<file path="src/source/mem_pkg.sv">
`default_nettype none

package mem_pkg;

  // data word and bank geometry
  localparam int DATA_W    = 16;
  localparam int NUM_BANKS = 4;
  localparam int BANK_W    = 2;
  localparam int NUM_ROWS  = 16;
  localparam int ROW_W     = 4;

  // the low address bits pick the bank and the upper bits pick the row
  localparam int ADDR_W = BANK_W + ROW_W;

  localparam int FIFO_DEPTH = 2;
  localparam int CNT_W      = $clog2(FIFO_DEPTH + 1);

  typedef struct packed {
    logic              rd;
    logic [ADDR_W-1:0] rd_addr;
    logic              wr;
    logic [ADDR_W-1:0] wr_addr;
    logic [DATA_W-1:0] wr_data;
  } mem_req_t;

  typedef struct packed {
    logic [DATA_W-1:0] data;
  } mem_resp_t;

  // one single-port bank operation in one cycle
  typedef struct packed {
    logic              rd;
    logic              wr;
    logic [ROW_W-1:0]  row;
    logic [DATA_W-1:0] data;
  } bank_op_t;

  // bank whose row currently lives in the spare bank
  typedef struct packed {
    logic              valid;
    logic [BANK_W-1:0] bank;
  } map_entry_t;

endpackage

`default_nettype wire

</file>
<file path="src/source/stream_fifo.sv">
`timescale 1ns/1ps
`default_nettype none

module stream_fifo #(
  parameter type payload_t = logic [7:0],
  parameter int  DEPTH     = 2
) (
  input  logic                       clk,
  input  logic                       rst,
  input  logic                       push_valid,
  input  payload_t                   push_data,
  output logic                       push_ready,
  output logic                       pop_valid,
  output payload_t                   pop_data,
  input  logic                       pop_ready,
  output logic [$clog2(DEPTH+1)-1:0] count
);

  localparam int PTR_W = (DEPTH > 1) ? $clog2(DEPTH) : 1;

  payload_t         buf_mem [DEPTH];
  logic [PTR_W-1:0] wr_ptr;
  logic [PTR_W-1:0] rd_ptr;
  logic             do_push;
  logic             do_pop;

  assign push_ready = (count != DEPTH);
  assign pop_valid  = (count != '0);
  assign pop_data   = buf_mem[rd_ptr];

  assign do_push = push_valid && push_ready;
  assign do_pop  = pop_valid && pop_ready;

  always_ff @(posedge clk) begin
    if (do_push) begin
      buf_mem[wr_ptr] <= push_data;
    end
  end

  always_ff @(posedge clk) begin
    if (rst) begin
      wr_ptr <= '0;
      rd_ptr <= '0;
      count  <= '0;
    end else begin
      if (do_push) begin
        wr_ptr <= (wr_ptr == PTR_W'(DEPTH - 1)) ? '0 : wr_ptr + 1'b1;
      end
      if (do_pop) begin
        rd_ptr <= (rd_ptr == PTR_W'(DEPTH - 1)) ? '0 : rd_ptr + 1'b1;
      end
      case ({do_push, do_pop})
        2'b10:   count <= count + 1'b1;
        2'b01:   count <= count - 1'b1;
        default: count <= count;
      endcase
    end
  end

  a_count_range: assert property (@(posedge clk) disable iff (rst) count <= DEPTH);

endmodule

`default_nettype wire

</file>
<file path="src/source/bank_array.sv">
`timescale 1ns/1ps
`default_nettype none

module bank_array import mem_pkg::*; (
  input  logic              clk,
  input  bank_op_t          bank_ops  [NUM_BANKS],
  output logic [DATA_W-1:0] bank_dout [NUM_BANKS]
);

  // each bank models a single-port array with one cycle of read latency
  for (genvar b = 0; b < NUM_BANKS; b++) begin : g_bank
    logic [DATA_W-1:0] mem [NUM_ROWS];

    always_ff @(posedge clk) begin
      if (bank_ops[b].wr) begin
        mem[bank_ops[b].row] <= bank_ops[b].data;
      end
    end

    // the output holds the last read word until the next read
    always_ff @(posedge clk) begin
      if (bank_ops[b].rd) begin
        bank_dout[b] <= mem[bank_ops[b].row];
      end
    end

    // a single-port bank can take only one operation per cycle
    a_one_port: assert property (@(posedge clk) bank_ops[b].wr |-> !bank_ops[b].rd);
  end

endmodule

`default_nettype wire

</file>
<file path="src/source/remap_table.sv">
`timescale 1ns/1ps
`default_nettype none

module remap_table import mem_pkg::*; (
  input  logic              clk,
  input  logic              rst,
  input  logic              issue_valid,
  input  mem_req_t          issue_req,
  output bank_op_t          bank_ops [NUM_BANKS],
  output logic              spare_hit,
  output logic [DATA_W-1:0] spare_data
);

  map_entry_t        map_mem   [NUM_ROWS];
  logic [DATA_W-1:0] spare_mem [NUM_ROWS];

  logic [BANK_W-1:0] rd_bank;
  logic [BANK_W-1:0] wr_bank;
  logic [ROW_W-1:0]  rd_row;
  logic [ROW_W-1:0]  wr_row;
  map_entry_t        rd_entry;
  map_entry_t        wr_entry;
  logic              do_rd;
  logic              do_wr;
  logic              rd_spare;
  logic              wr_spare;
  logic              conflict;
  logic              evict;
  logic              to_spare;
  logic              home_wr;
  logic [DATA_W-1:0] evict_data;

  assign rd_bank = issue_req.rd_addr[BANK_W-1:0];
  assign rd_row  = issue_req.rd_addr[ADDR_W-1:BANK_W];
  assign wr_bank = issue_req.wr_addr[BANK_W-1:0];
  assign wr_row  = issue_req.wr_addr[ADDR_W-1:BANK_W];

  assign rd_entry = map_mem[rd_row];
  assign wr_entry = map_mem[wr_row];

  assign do_rd = issue_valid && issue_req.rd;
  assign do_wr = issue_valid && issue_req.wr;

  // the current copy of the addressed row sits in the spare bank
  assign rd_spare = rd_entry.valid && (rd_entry.bank == rd_bank);
  assign wr_spare = wr_entry.valid && (wr_entry.bank == wr_bank);

  // the read occupies the write's home bank, so the write moves aside
  assign conflict = do_wr && do_rd && !wr_spare && !rd_spare && (rd_bank == wr_bank);

  // the spare row belonged to another bank and goes back home
  assign evict      = conflict && wr_entry.valid;
  assign evict_data = spare_mem[wr_row];

  assign to_spare = do_wr && (wr_spare || conflict);
  assign home_wr  = do_wr && !to_spare;

  for (genvar b = 0; b < NUM_BANKS; b++) begin : g_op
    logic sel_rd;
    logic sel_wr;
    logic sel_wb;

    assign sel_rd = do_rd && !rd_spare && (rd_bank == BANK_W'(b));
    assign sel_wr = home_wr && (wr_bank == BANK_W'(b));
    assign sel_wb = evict && (wr_entry.bank == BANK_W'(b));

    assign bank_ops[b] = '{
      rd:   sel_rd,
      wr:   sel_wr || sel_wb,
      row:  sel_rd ? rd_row : wr_row,
      data: sel_wb ? evict_data : issue_req.wr_data
    };
  end

  always_ff @(posedge clk) begin
    if (rst) begin
      for (int r = 0; r < NUM_ROWS; r++) begin
        map_mem[r] <= '0;
      end
    end else if (conflict) begin
      map_mem[wr_row] <= '{valid: 1'b1, bank: wr_bank};
    end
  end

  always_ff @(posedge clk) begin
    if (to_spare) begin
      spare_mem[wr_row] <= issue_req.wr_data;
    end
  end

  // spare reads are delayed to line up with the bank read latency
  always_ff @(posedge clk) begin
    if (rst) begin
      spare_hit <= 1'b0;
    end else begin
      spare_hit <= do_rd && rd_spare;
    end
  end

  always_ff @(posedge clk) begin
    spare_data <= spare_mem[rd_row];
  end

  a_wb_free_bank: assert property (@(posedge clk) disable iff (rst)
    (evict && do_rd) |-> (wr_entry.bank != rd_bank));

endmodule

`default_nettype wire

</file>
<file path="src/source/access_ctrl.sv">
`timescale 1ns/1ps
`default_nettype none

module access_ctrl import mem_pkg::*; (
  input  logic              clk,
  input  logic              rst,
  input  logic              req_valid,
  input  mem_req_t          req,
  output logic              req_ready,
  input  logic [CNT_W-1:0]  out_count,
  output logic              issue_valid,
  output mem_req_t          issue_req,
  input  logic              spare_hit,
  input  logic [DATA_W-1:0] spare_data,
  input  logic [DATA_W-1:0] bank_dout [NUM_BANKS],
  output logic              resp_valid,
  output mem_resp_t         resp
);

  logic              rd_pend;
  logic [BANK_W-1:0] rd_bank_q;
  logic [CNT_W:0]    used;

  // a slot in the output FIFO is reserved for every read in flight
  assign used      = {1'b0, out_count} + (CNT_W + 1)'(rd_pend);
  assign req_ready = (used < (CNT_W + 1)'(FIFO_DEPTH));

  assign issue_valid = req_valid && req_ready;
  assign issue_req   = req;

  always_ff @(posedge clk) begin
    if (rst) begin
      rd_pend <= 1'b0;
    end else begin
      rd_pend <= issue_valid && req.rd;
    end
  end

  always_ff @(posedge clk) begin
    rd_bank_q <= req.rd_addr[BANK_W-1:0];
  end

  // read data arrives one cycle after the issue, from spare or home bank
  assign resp_valid = rd_pend;
  assign resp       = '{data: spare_hit ? spare_data : bank_dout[rd_bank_q]};

endmodule

`default_nettype wire

</file>
<file path="src/source/mem_top.sv">
`timescale 1ns/1ps
`default_nettype none

module mem_top import mem_pkg::*; (
  input  logic      clk,
  input  logic      rst,
  input  logic      in_valid,
  input  mem_req_t  in_req,
  output logic      in_ready,
  output logic      out_valid,
  output mem_resp_t out_resp,
  input  logic      out_ready
);

  logic              req_valid;
  logic              req_ready;
  mem_req_t          req;
  logic              issue_valid;
  mem_req_t          issue_req;
  bank_op_t          bank_ops  [NUM_BANKS];
  logic [DATA_W-1:0] bank_dout [NUM_BANKS];
  logic              spare_hit;
  logic [DATA_W-1:0] spare_data;
  logic              resp_valid;
  logic              resp_ready;
  mem_resp_t         resp;
  logic [CNT_W-1:0]  out_count;

  stream_fifo #(
    .payload_t (mem_req_t),
    .DEPTH     (FIFO_DEPTH)
  ) req_fifo_inst (
    .clk        (clk),
    .rst        (rst),
    .push_valid (in_valid),
    .push_data  (in_req),
    .push_ready (in_ready),
    .pop_valid  (req_valid),
    .pop_data   (req),
    .pop_ready  (req_ready),
    .count      ()
  );

  access_ctrl access_ctrl_inst (
    .clk         (clk),
    .rst         (rst),
    .req_valid   (req_valid),
    .req         (req),
    .req_ready   (req_ready),
    .out_count   (out_count),
    .issue_valid (issue_valid),
    .issue_req   (issue_req),
    .spare_hit   (spare_hit),
    .spare_data  (spare_data),
    .bank_dout   (bank_dout),
    .resp_valid  (resp_valid),
    .resp        (resp)
  );

  remap_table remap_table_inst (
    .clk         (clk),
    .rst         (rst),
    .issue_valid (issue_valid),
    .issue_req   (issue_req),
    .bank_ops    (bank_ops),
    .spare_hit   (spare_hit),
    .spare_data  (spare_data)
  );

  bank_array bank_array_inst (
    .clk       (clk),
    .bank_ops  (bank_ops),
    .bank_dout (bank_dout)
  );

  stream_fifo #(
    .payload_t (mem_resp_t),
    .DEPTH     (FIFO_DEPTH)
  ) resp_fifo_inst (
    .clk        (clk),
    .rst        (rst),
    .push_valid (resp_valid),
    .push_data  (resp),
    .push_ready (resp_ready),
    .pop_valid  (out_valid),
    .pop_data   (out_resp),
    .pop_ready  (out_ready),
    .count      (out_count)
  );

  // the credit check in access_ctrl must leave room for every response
  a_resp_room: assert property (@(posedge clk) disable iff (rst) resp_valid |-> resp_ready);

endmodule

`default_nettype wire

</file>
<file path="config.mk">
export PLATFORM = sky130hd
export DESIGN_NAME = mem_top
export DESIGN_NICKNAME = d
export VERILOG_FILES = /design/src/source/mem_pkg.sv /design/src/source/stream_fifo.sv /design/src/source/bank_array.sv /design/src/source/remap_table.sv /design/src/source/access_ctrl.sv /design/src/source/mem_top.sv
export SDC_FILE = /design/constraint.sdc
export NUM_CORES = 2
export LEC_CHECK = 0
export BUFFER_PORTS_ARGS = -buffer_cell sky130_fd_sc_hd__buf_2
export CORE_MARGIN = 1
export CORE_UTILIZATION = 50
export DETAILED_ROUTE_END_ITERATION = 8
export HOLD_SLACK_MARGIN = 0.15
export PLACE_DENSITY = 0.68
export SYNTH_ARGS = -nofsm -noshare
export SYNTH_HDL_FRONTEND = slang
export SYNTH_HIERARCHICAL = 1
export SYNTH_SLANG_ARGS = --single-unit
</file>
<file path="constraint.sdc">
create_clock -name clk -period 5.09 [get_ports clk]
set_clock_uncertainty 0.1 [all_clocks]
set_input_delay 0.7635 -clock clk [delete_from_list [all_inputs] [get_ports clk]]
set_output_delay 0.7635 -clock clk [all_outputs]
set_load 0.01 [all_outputs]
</file>
* After elaboration in Yosys (flattened, before gate mapping)
Memories as Yosys holds them, arrays and structs flattened. A register that Yosys moved wholly into a read port is not among the register bits.
Index checks and enable logic that the tools add are counted.
** Operators by class
- Equality and inequality tests :: 18
- Bitwise gates (word level) :: 1
- Reductions and logical operators :: 45
- Add/sub/neg operators :: 9
- Order comparisons :: 2
- Muxes and demuxes :: 44
** Operator list (count)
- $mux 16 :: 7
- $bmux 16 s2 :: 1
- $logic_and 1x1->1 :: 29
- $mux 1 :: 28
- $mux 4 :: 5
- $eq 2x2->1 const B :: 8
- $eq 2x1->1 const B :: 5
- $pmux 2 s2 :: 2
- $reduce_bool 2->1 :: 4
- $eq 2x2->1 :: 3
- $logic_not 2->1 :: 3
- $logic_or 1x1->1 :: 5
- $add 1x1->1 const B :: 4
- $add 2x1->2 const B :: 2
- $ne 2x2->1 const B :: 2
- $sub 2x1->2 const B :: 2
- $add 2x1->3 :: 1
- $ge 3x3->1 const B :: 1
- $logic_not 1->1 :: 3
- $lt 3x2->1 const B :: 1
- $mux 3 :: 1
- $not 2->3 :: 1
- $reduce_or 3->1 :: 1
** Storage, ports and cells
- Flip-flop bits (word level) :: 12
- Memories kept :: 8
- Input bits :: 34
- Bits in writable memories :: 1420
** Memories
- bank_array_inst.g_bank[0].mem :: depth 16, width 16, rd ports 1, clocked after Yosys merged registers in 1, write ports 1, RTL line bank_array.sv:12 : logic [DATA_W-1:0] mem [NUM_ROWS];
- bank_array_inst.g_bank[1].mem :: depth 16, width 16, rd ports 1, clocked after Yosys merged registers in 1, write ports 1, RTL line bank_array.sv:12
- bank_array_inst.g_bank[2].mem :: depth 16, width 16, rd ports 1, clocked after Yosys merged registers in 1, write ports 1, RTL line bank_array.sv:12
- bank_array_inst.g_bank[3].mem :: depth 16, width 16, rd ports 1, clocked after Yosys merged registers in 1, write ports 1, RTL line bank_array.sv:12
- remap_table_inst.spare_mem :: depth 16, width 16, rd ports 2, clocked after Yosys merged registers in 1, write ports 1, RTL line remap_table.sv:15 : logic [DATA_W-1:0] spare_mem [NUM_ROWS];
- req_fifo_inst.buf_mem :: depth 2, width 30, rd ports 1, clocked after Yosys merged registers in 1, write ports 1, RTL line stream_fifo.sv:21 : payload_t buf_mem [DEPTH];
- +2 memories

* Logic depth before layout (Yosys ltp)
- Depth after elaboration :: 16
- Gate-level depth with buffers :: 17
- Gate-level depth less buffers :: 11

* Modules after synthesis
Netlist, hierarchy kept.
** By module, submodules not included
- bank_array :: sequential area each 32671.3 um^2, cells an instance 1736, times used 1, area each 41055.6 um^2
- remap_table :: sequential area each 9308.9 um^2, cells an instance 817, times used 1, area each 15937.8 um^2
- stream_fifo at req_fifo_inst :: sequential area each 1901.8 um^2, cells an instance 117, times used 1, area each 2377.3 um^2
- stream_fifo at resp_fifo_inst :: sequential area each 1061.0 um^2, cells an instance 74, times used 1, area each 1373.8 um^2
- access_ctrl :: sequential area each 60.1 um^2, cells an instance 128, times used 1, area each 1037.2 um^2

* Worst setup path after synthesis
No wires, ideal clock.
- Kind :: register to register
- Start point :: register with a tool-made name
- End point :: memory bank_array_inst.g_bank[2].mem[0][0] (enable)
- Path slack :: -0.455 ns
- Path buffers :: 4
- Arrival time :: 5.036 ns
- Stages on the path, launching flop included :: 15
- Path through :: dfxtp_1 > buf_2 > mux2_2 > buf_4 > buf_2 > mux4_2 > mux4_2 > xnor2_1 > and2_1 > a32o_2 > nor4b_4 > buf_6 > a41o_1 > or3b_2 > nor3_1
** RTL lines (RTL line)
- end, declared :: bank_array.sv:12

==> results.md <==
- # DRC: 0
- Number of fill cells: 8654
- Final Cell Area: just over 70000 µm²
- Core Area: 122000 µm²
- Routed Antenna Nets: 0
- DP Area: around 66000 µm²
- Comb power frac: 25.6%
- Max clock buf depth: 3
- Ys flop type: edfxtp_1
- Finished Layout Cells: between 4000 and 5000
- Hold WC Path Type: input port to flip-flop
- Layout Nets: approximately 3200
- Crit path DAT: 5.28 ns
- Initial antenna violation count: 10
- Final Util: around three fifths
- Switching Share: between 20% and 30%
- Sequential cell area: 45000 µm²
- Row count: between 100 and 150
- # port buffers: around 50
- WL final: between 150 and 200 mm
- Int Power: approximately 0.025 W
- CP startpoint kind: flip-flop
- Vias in the first global route: 32200
- Syn-to-layout area delta: 15.0%
- CTS tree: done
- Via density: around 6.3
- HPWL after detailed placement: just under 100 mm
- Initial Util: between 50% and 60%
- Maximum VDD drop: around 0.00036 V
- Routability cong.: 0.853
- CTS Sinks: around 1500
- FF-to-FF path depth: 14
- CTS Buf Count: 153
- Global Route Usage Sum: between 20 and 25%
- Final worst-path cycle share: between 90% and 100%
- Die X: around 350 µm
- Status: completed
- Clock latency on the worst-skew pair: between 0.7 and 0.8 ns
- Hold path cells: 3
- Clock-pin slew on the worst setup and hold paths: ~0.060 ns
- Final worst path period need: a little under 5 ns
- Die ar.: 125000 µm²
- Power per cell area: 495 nW/µm²
- Post-Syn Area: a little over 60000 µm²
- Max Fclk: 204 MHz
- Die Ht: about 350 µm
- Multi-input gate area: around 16000 µm²
- Number of I/O pins: between 50 and 60
- Avg Cell Area, Syn: between 20 and 25 µm²
- Hold path start: in_valid
- DRT Pass-1 Iters: 5
- Layout cells sized above 1: 35.3%
- Antenna Diode Count: 0
- Post-synthesis sequential area ratio: 72.8%
- Placed insts: between 4000 and 5000
- Ys async rst share: 0%
- Grt total ovfl: 0
- Post-synth net total: ~2900
- Slew Viols, Final: 0
- Leakage power: between 20 and 25 nW
- Iter 0 DRT Violations: 3840
- Synth Instances: 2872
- Req. time, crit path: 5.46 ns
- Type of the worst setup path: flip-flop to flip-flop
- Yosys reg bits: roughly 1500
- Largest net degree at the start of global routing: slightly below 50
- R2R setup slack: between 0.15 and 0.2 ns
- H-Tree Depth: 4
- Number of setup violations in the final report: 0
- Slew @ Worst Pin: ~1.3 ns
- Hold endpoint: req_fifo_inst/wr_ptr
- Critical Path End Type: flip-flop
- Post-CTS Setup Inserts: 0
- RSZ-0062 raised after global routing: false
- Post-synth EDFFs: around 1500
- Net load switching power: between 0.01 and 0.015 W
- Reg power frac: a little over two fifths
- Clk pwr share: 31.0%
- Yosys cell types: 60
- Routed len/inst: about 31 µm
- Root buffer cell: clkbuf_16
- Final hold vios: 0
- Max Cap Viol: 0
- FF-to-FF End: bank_array_inst/g_bank[3].mem[14][10]
- First-pass GRT wire length: about 220 mm
- Worst Path Max Fanout: 16
- Ys Warns: 6
- Max_slew headroom: about an eighth
- Total vias in the final route: a little over 30000
cell usage in the layout, fill, tap and decap left out, types with 27 or more instances in the layout:
cell | Yosys | final
a22oi_1 | 128 | 124
buf_12 | 10 | 49
buf_2 | 31 | 51
buf_4 | 45 | 262
clkbuf_1 | 90 | 41
clkbuf_16 | 0 | 157
clkinv_1 | 0 | 31
clkinv_2 | 0 | 27
dfxtp_1 | 46 | 44
dlygate4sd3_1 | 0 | 30
edfxtp_1 | 1468 | 1468
mux2_2 | 124 | 116
mux4_1 | 48 | 48
mux4_2 | 394 | 394
nand2_1 | 76 | 76
nor2_1 | 67 | 61
critical path, cell delays in order (launching register included):
cell,delay (ns)
dfxtp_2,0.39
mux2_8,0.46
mux4_2,0.45
mux4_2,0.50
xnor2_1,0.14
and2_1,0.20
a21oi_1,0.26
buf_12,0.17
nand3_1,0.26
mux2_4,0.48
buf_12,0.19
buf_4,0.18
nand2b_1,0.21
nor2_2,0.30
buf_4,0.29
stage by stage:
stage / power (W) / worst slack (ns) / setup TNS [ns] / hold WS [ns]
after global routing: 0.0362 / 0.0892 / 0 / 0.219
after floorplan: 0.0213 / -0.105 / -6.54 / 0.351
after CTS: 0.0352 / 0.0251 / 0 / 0.168
final: 0.0351 / 0.185 / 0 / 0.221
after global placement: 0.0242 / 0.133 / 0 / 0.360
after detailed placement: 0.0244 / 0.0288 / 0 / 0.376
synthesized netlist by cell type, types with 8 or more instances:
| cell | count | area (µm²) |
|---|---|---|
| edfxtp_1 | 1468 | 44100 |
| mux4_2 | 394 | 8870 |
| a22oi_1 | 128 | 961 |
| mux2_2 | 124 | 1400 |
| clkbuf_1 | 90 | 338 |
| nand2_1 | 76 | 285 |
| nor2_1 | 67 | 251 |
| mux4_1 | 48 | 1260 |
| dfxtp_1 | 46 | 921 |
| buf_4 | 45 | 338 |
| buf_2 | 31 | 155 |
| nor3_1 | 27 | 135 |
| mux2i_1 | 26 | 260 |
| nor2b_1 | 26 | 163 |
| and4_1 | 24 | 210 |
| inv_1 | 24 | 90.1 |
| buf_6 | 19 | 214 |
| a211oi_1 | 13 | 97.6 |
| and3_1 | 13 | 81.3 |
| buf_1 | 13 | 48.8 |
| nand3b_1 | 13 | 97.6 |
| a221oi_1 | 12 | 105 |
| a31o_2 | 12 | 105 |
| a32o_1 | 12 | 120 |
| nand2b_1 | 11 | 68.8 |
| buf_12 | 10 | 200 |
| xnor2_1 | 9 | 78.8 |
| clkbuf_8 | 8 | 110 |
routing by layer:
| metal | wire length, µm | share of wire (%) | GRT usage (%) |
|---|---|---|---|
| met3 | 14200 | 9.4 | 5.32 |
| met5 | 23 | 0.015 | 0 |
| met4 | 3960 | 2.6 | 7.68 |
| met1 | 59500 | 39 | 34.4 |
| met2 | 74100 | 49 | 39.3 |
repair_timing:
action / CTS / global route
hold endpoints to repair: 60 / 0
resized for setup: 0 / 8
setup endpoints to repair: 0 / 39
hold buffers: 30 / 0
kinds of logic after synthesis:
family                     Yosys count  synth area share, %
adders and majority gates            2               0.0405
DFF                               1514                 72.8
xor gates and xnor gates            12                0.170
AOI/OAI and AO/OA                  210                 2.72
muxes                              596                 19.2
and+or+nand+nor                    295                 2.59
buffers and inverters              243                 2.46
cell type report:
type	instances	area share, %
Tap cell	1625	2.86
Inverter	24	0.127
Clock buffer	200	5.79
Clock inverter	84	1.04
Multi-Input combinational cell	1115	21.9
Timing Repair Buffer	392	4.93
Sequential cell	1514	63.4
registers in the layout (all words and copies together) (netlist names), 2 cells and up, named ones only:
register                     count
remap_table_inst/spare_data     16
resp_fifo_inst/buf_mem          32
req_fifo_inst/buf_mem           60
resp_fifo_inst/count             2
req_fifo_inst/count              2
bank_array_inst/bank_dout       64
remap_table_inst/map_mem        48
bank_array_inst/g_bank.mem    1024
access_ctrl_inst/rd_bank_q       2
remap_table_inst/spare_mem     256
power groups by stage:
stage / registers [W] / clock network [W] / logic [W]
after floorplan: 0.0154 / 0 / 0.00589
after global routing: 0.0153 / 0.0115 / 0.00947
after detailed placement: 0.0155 / 0 / 0.00889
after CTS: 0.0153 / 0.0110 / 0.00895
final: 0.0153 / 0.0109 / 0.00899
after global placement: 0.0155 / 0 / 0.00866
worst max path at each step:
| stage | from | endpoint | slack (ns) |
|---|---|---|---|
| finish | flip-flop | bank_array_inst/g_bank[3].mem[14][10] | 0.18 |
| floorplan | flip-flop | bank_array_inst/g_bank[2].mem[8][0] | -0.10 |
| detailed placement | flip-flop | bank_array_inst/g_bank[3].mem[14][10] | 0.03 |
| CTS | flip-flop | bank_array_inst/g_bank[3].mem[14][10] | 0.03 |
| global route | flip-flop | bank_array_inst/bank_dout[44] | 0.09 |
| global placement | flip-flop | bank_array_inst/g_bank[3].mem[14][10] | 0.13 |
Power figures use the tool's default switching activity.
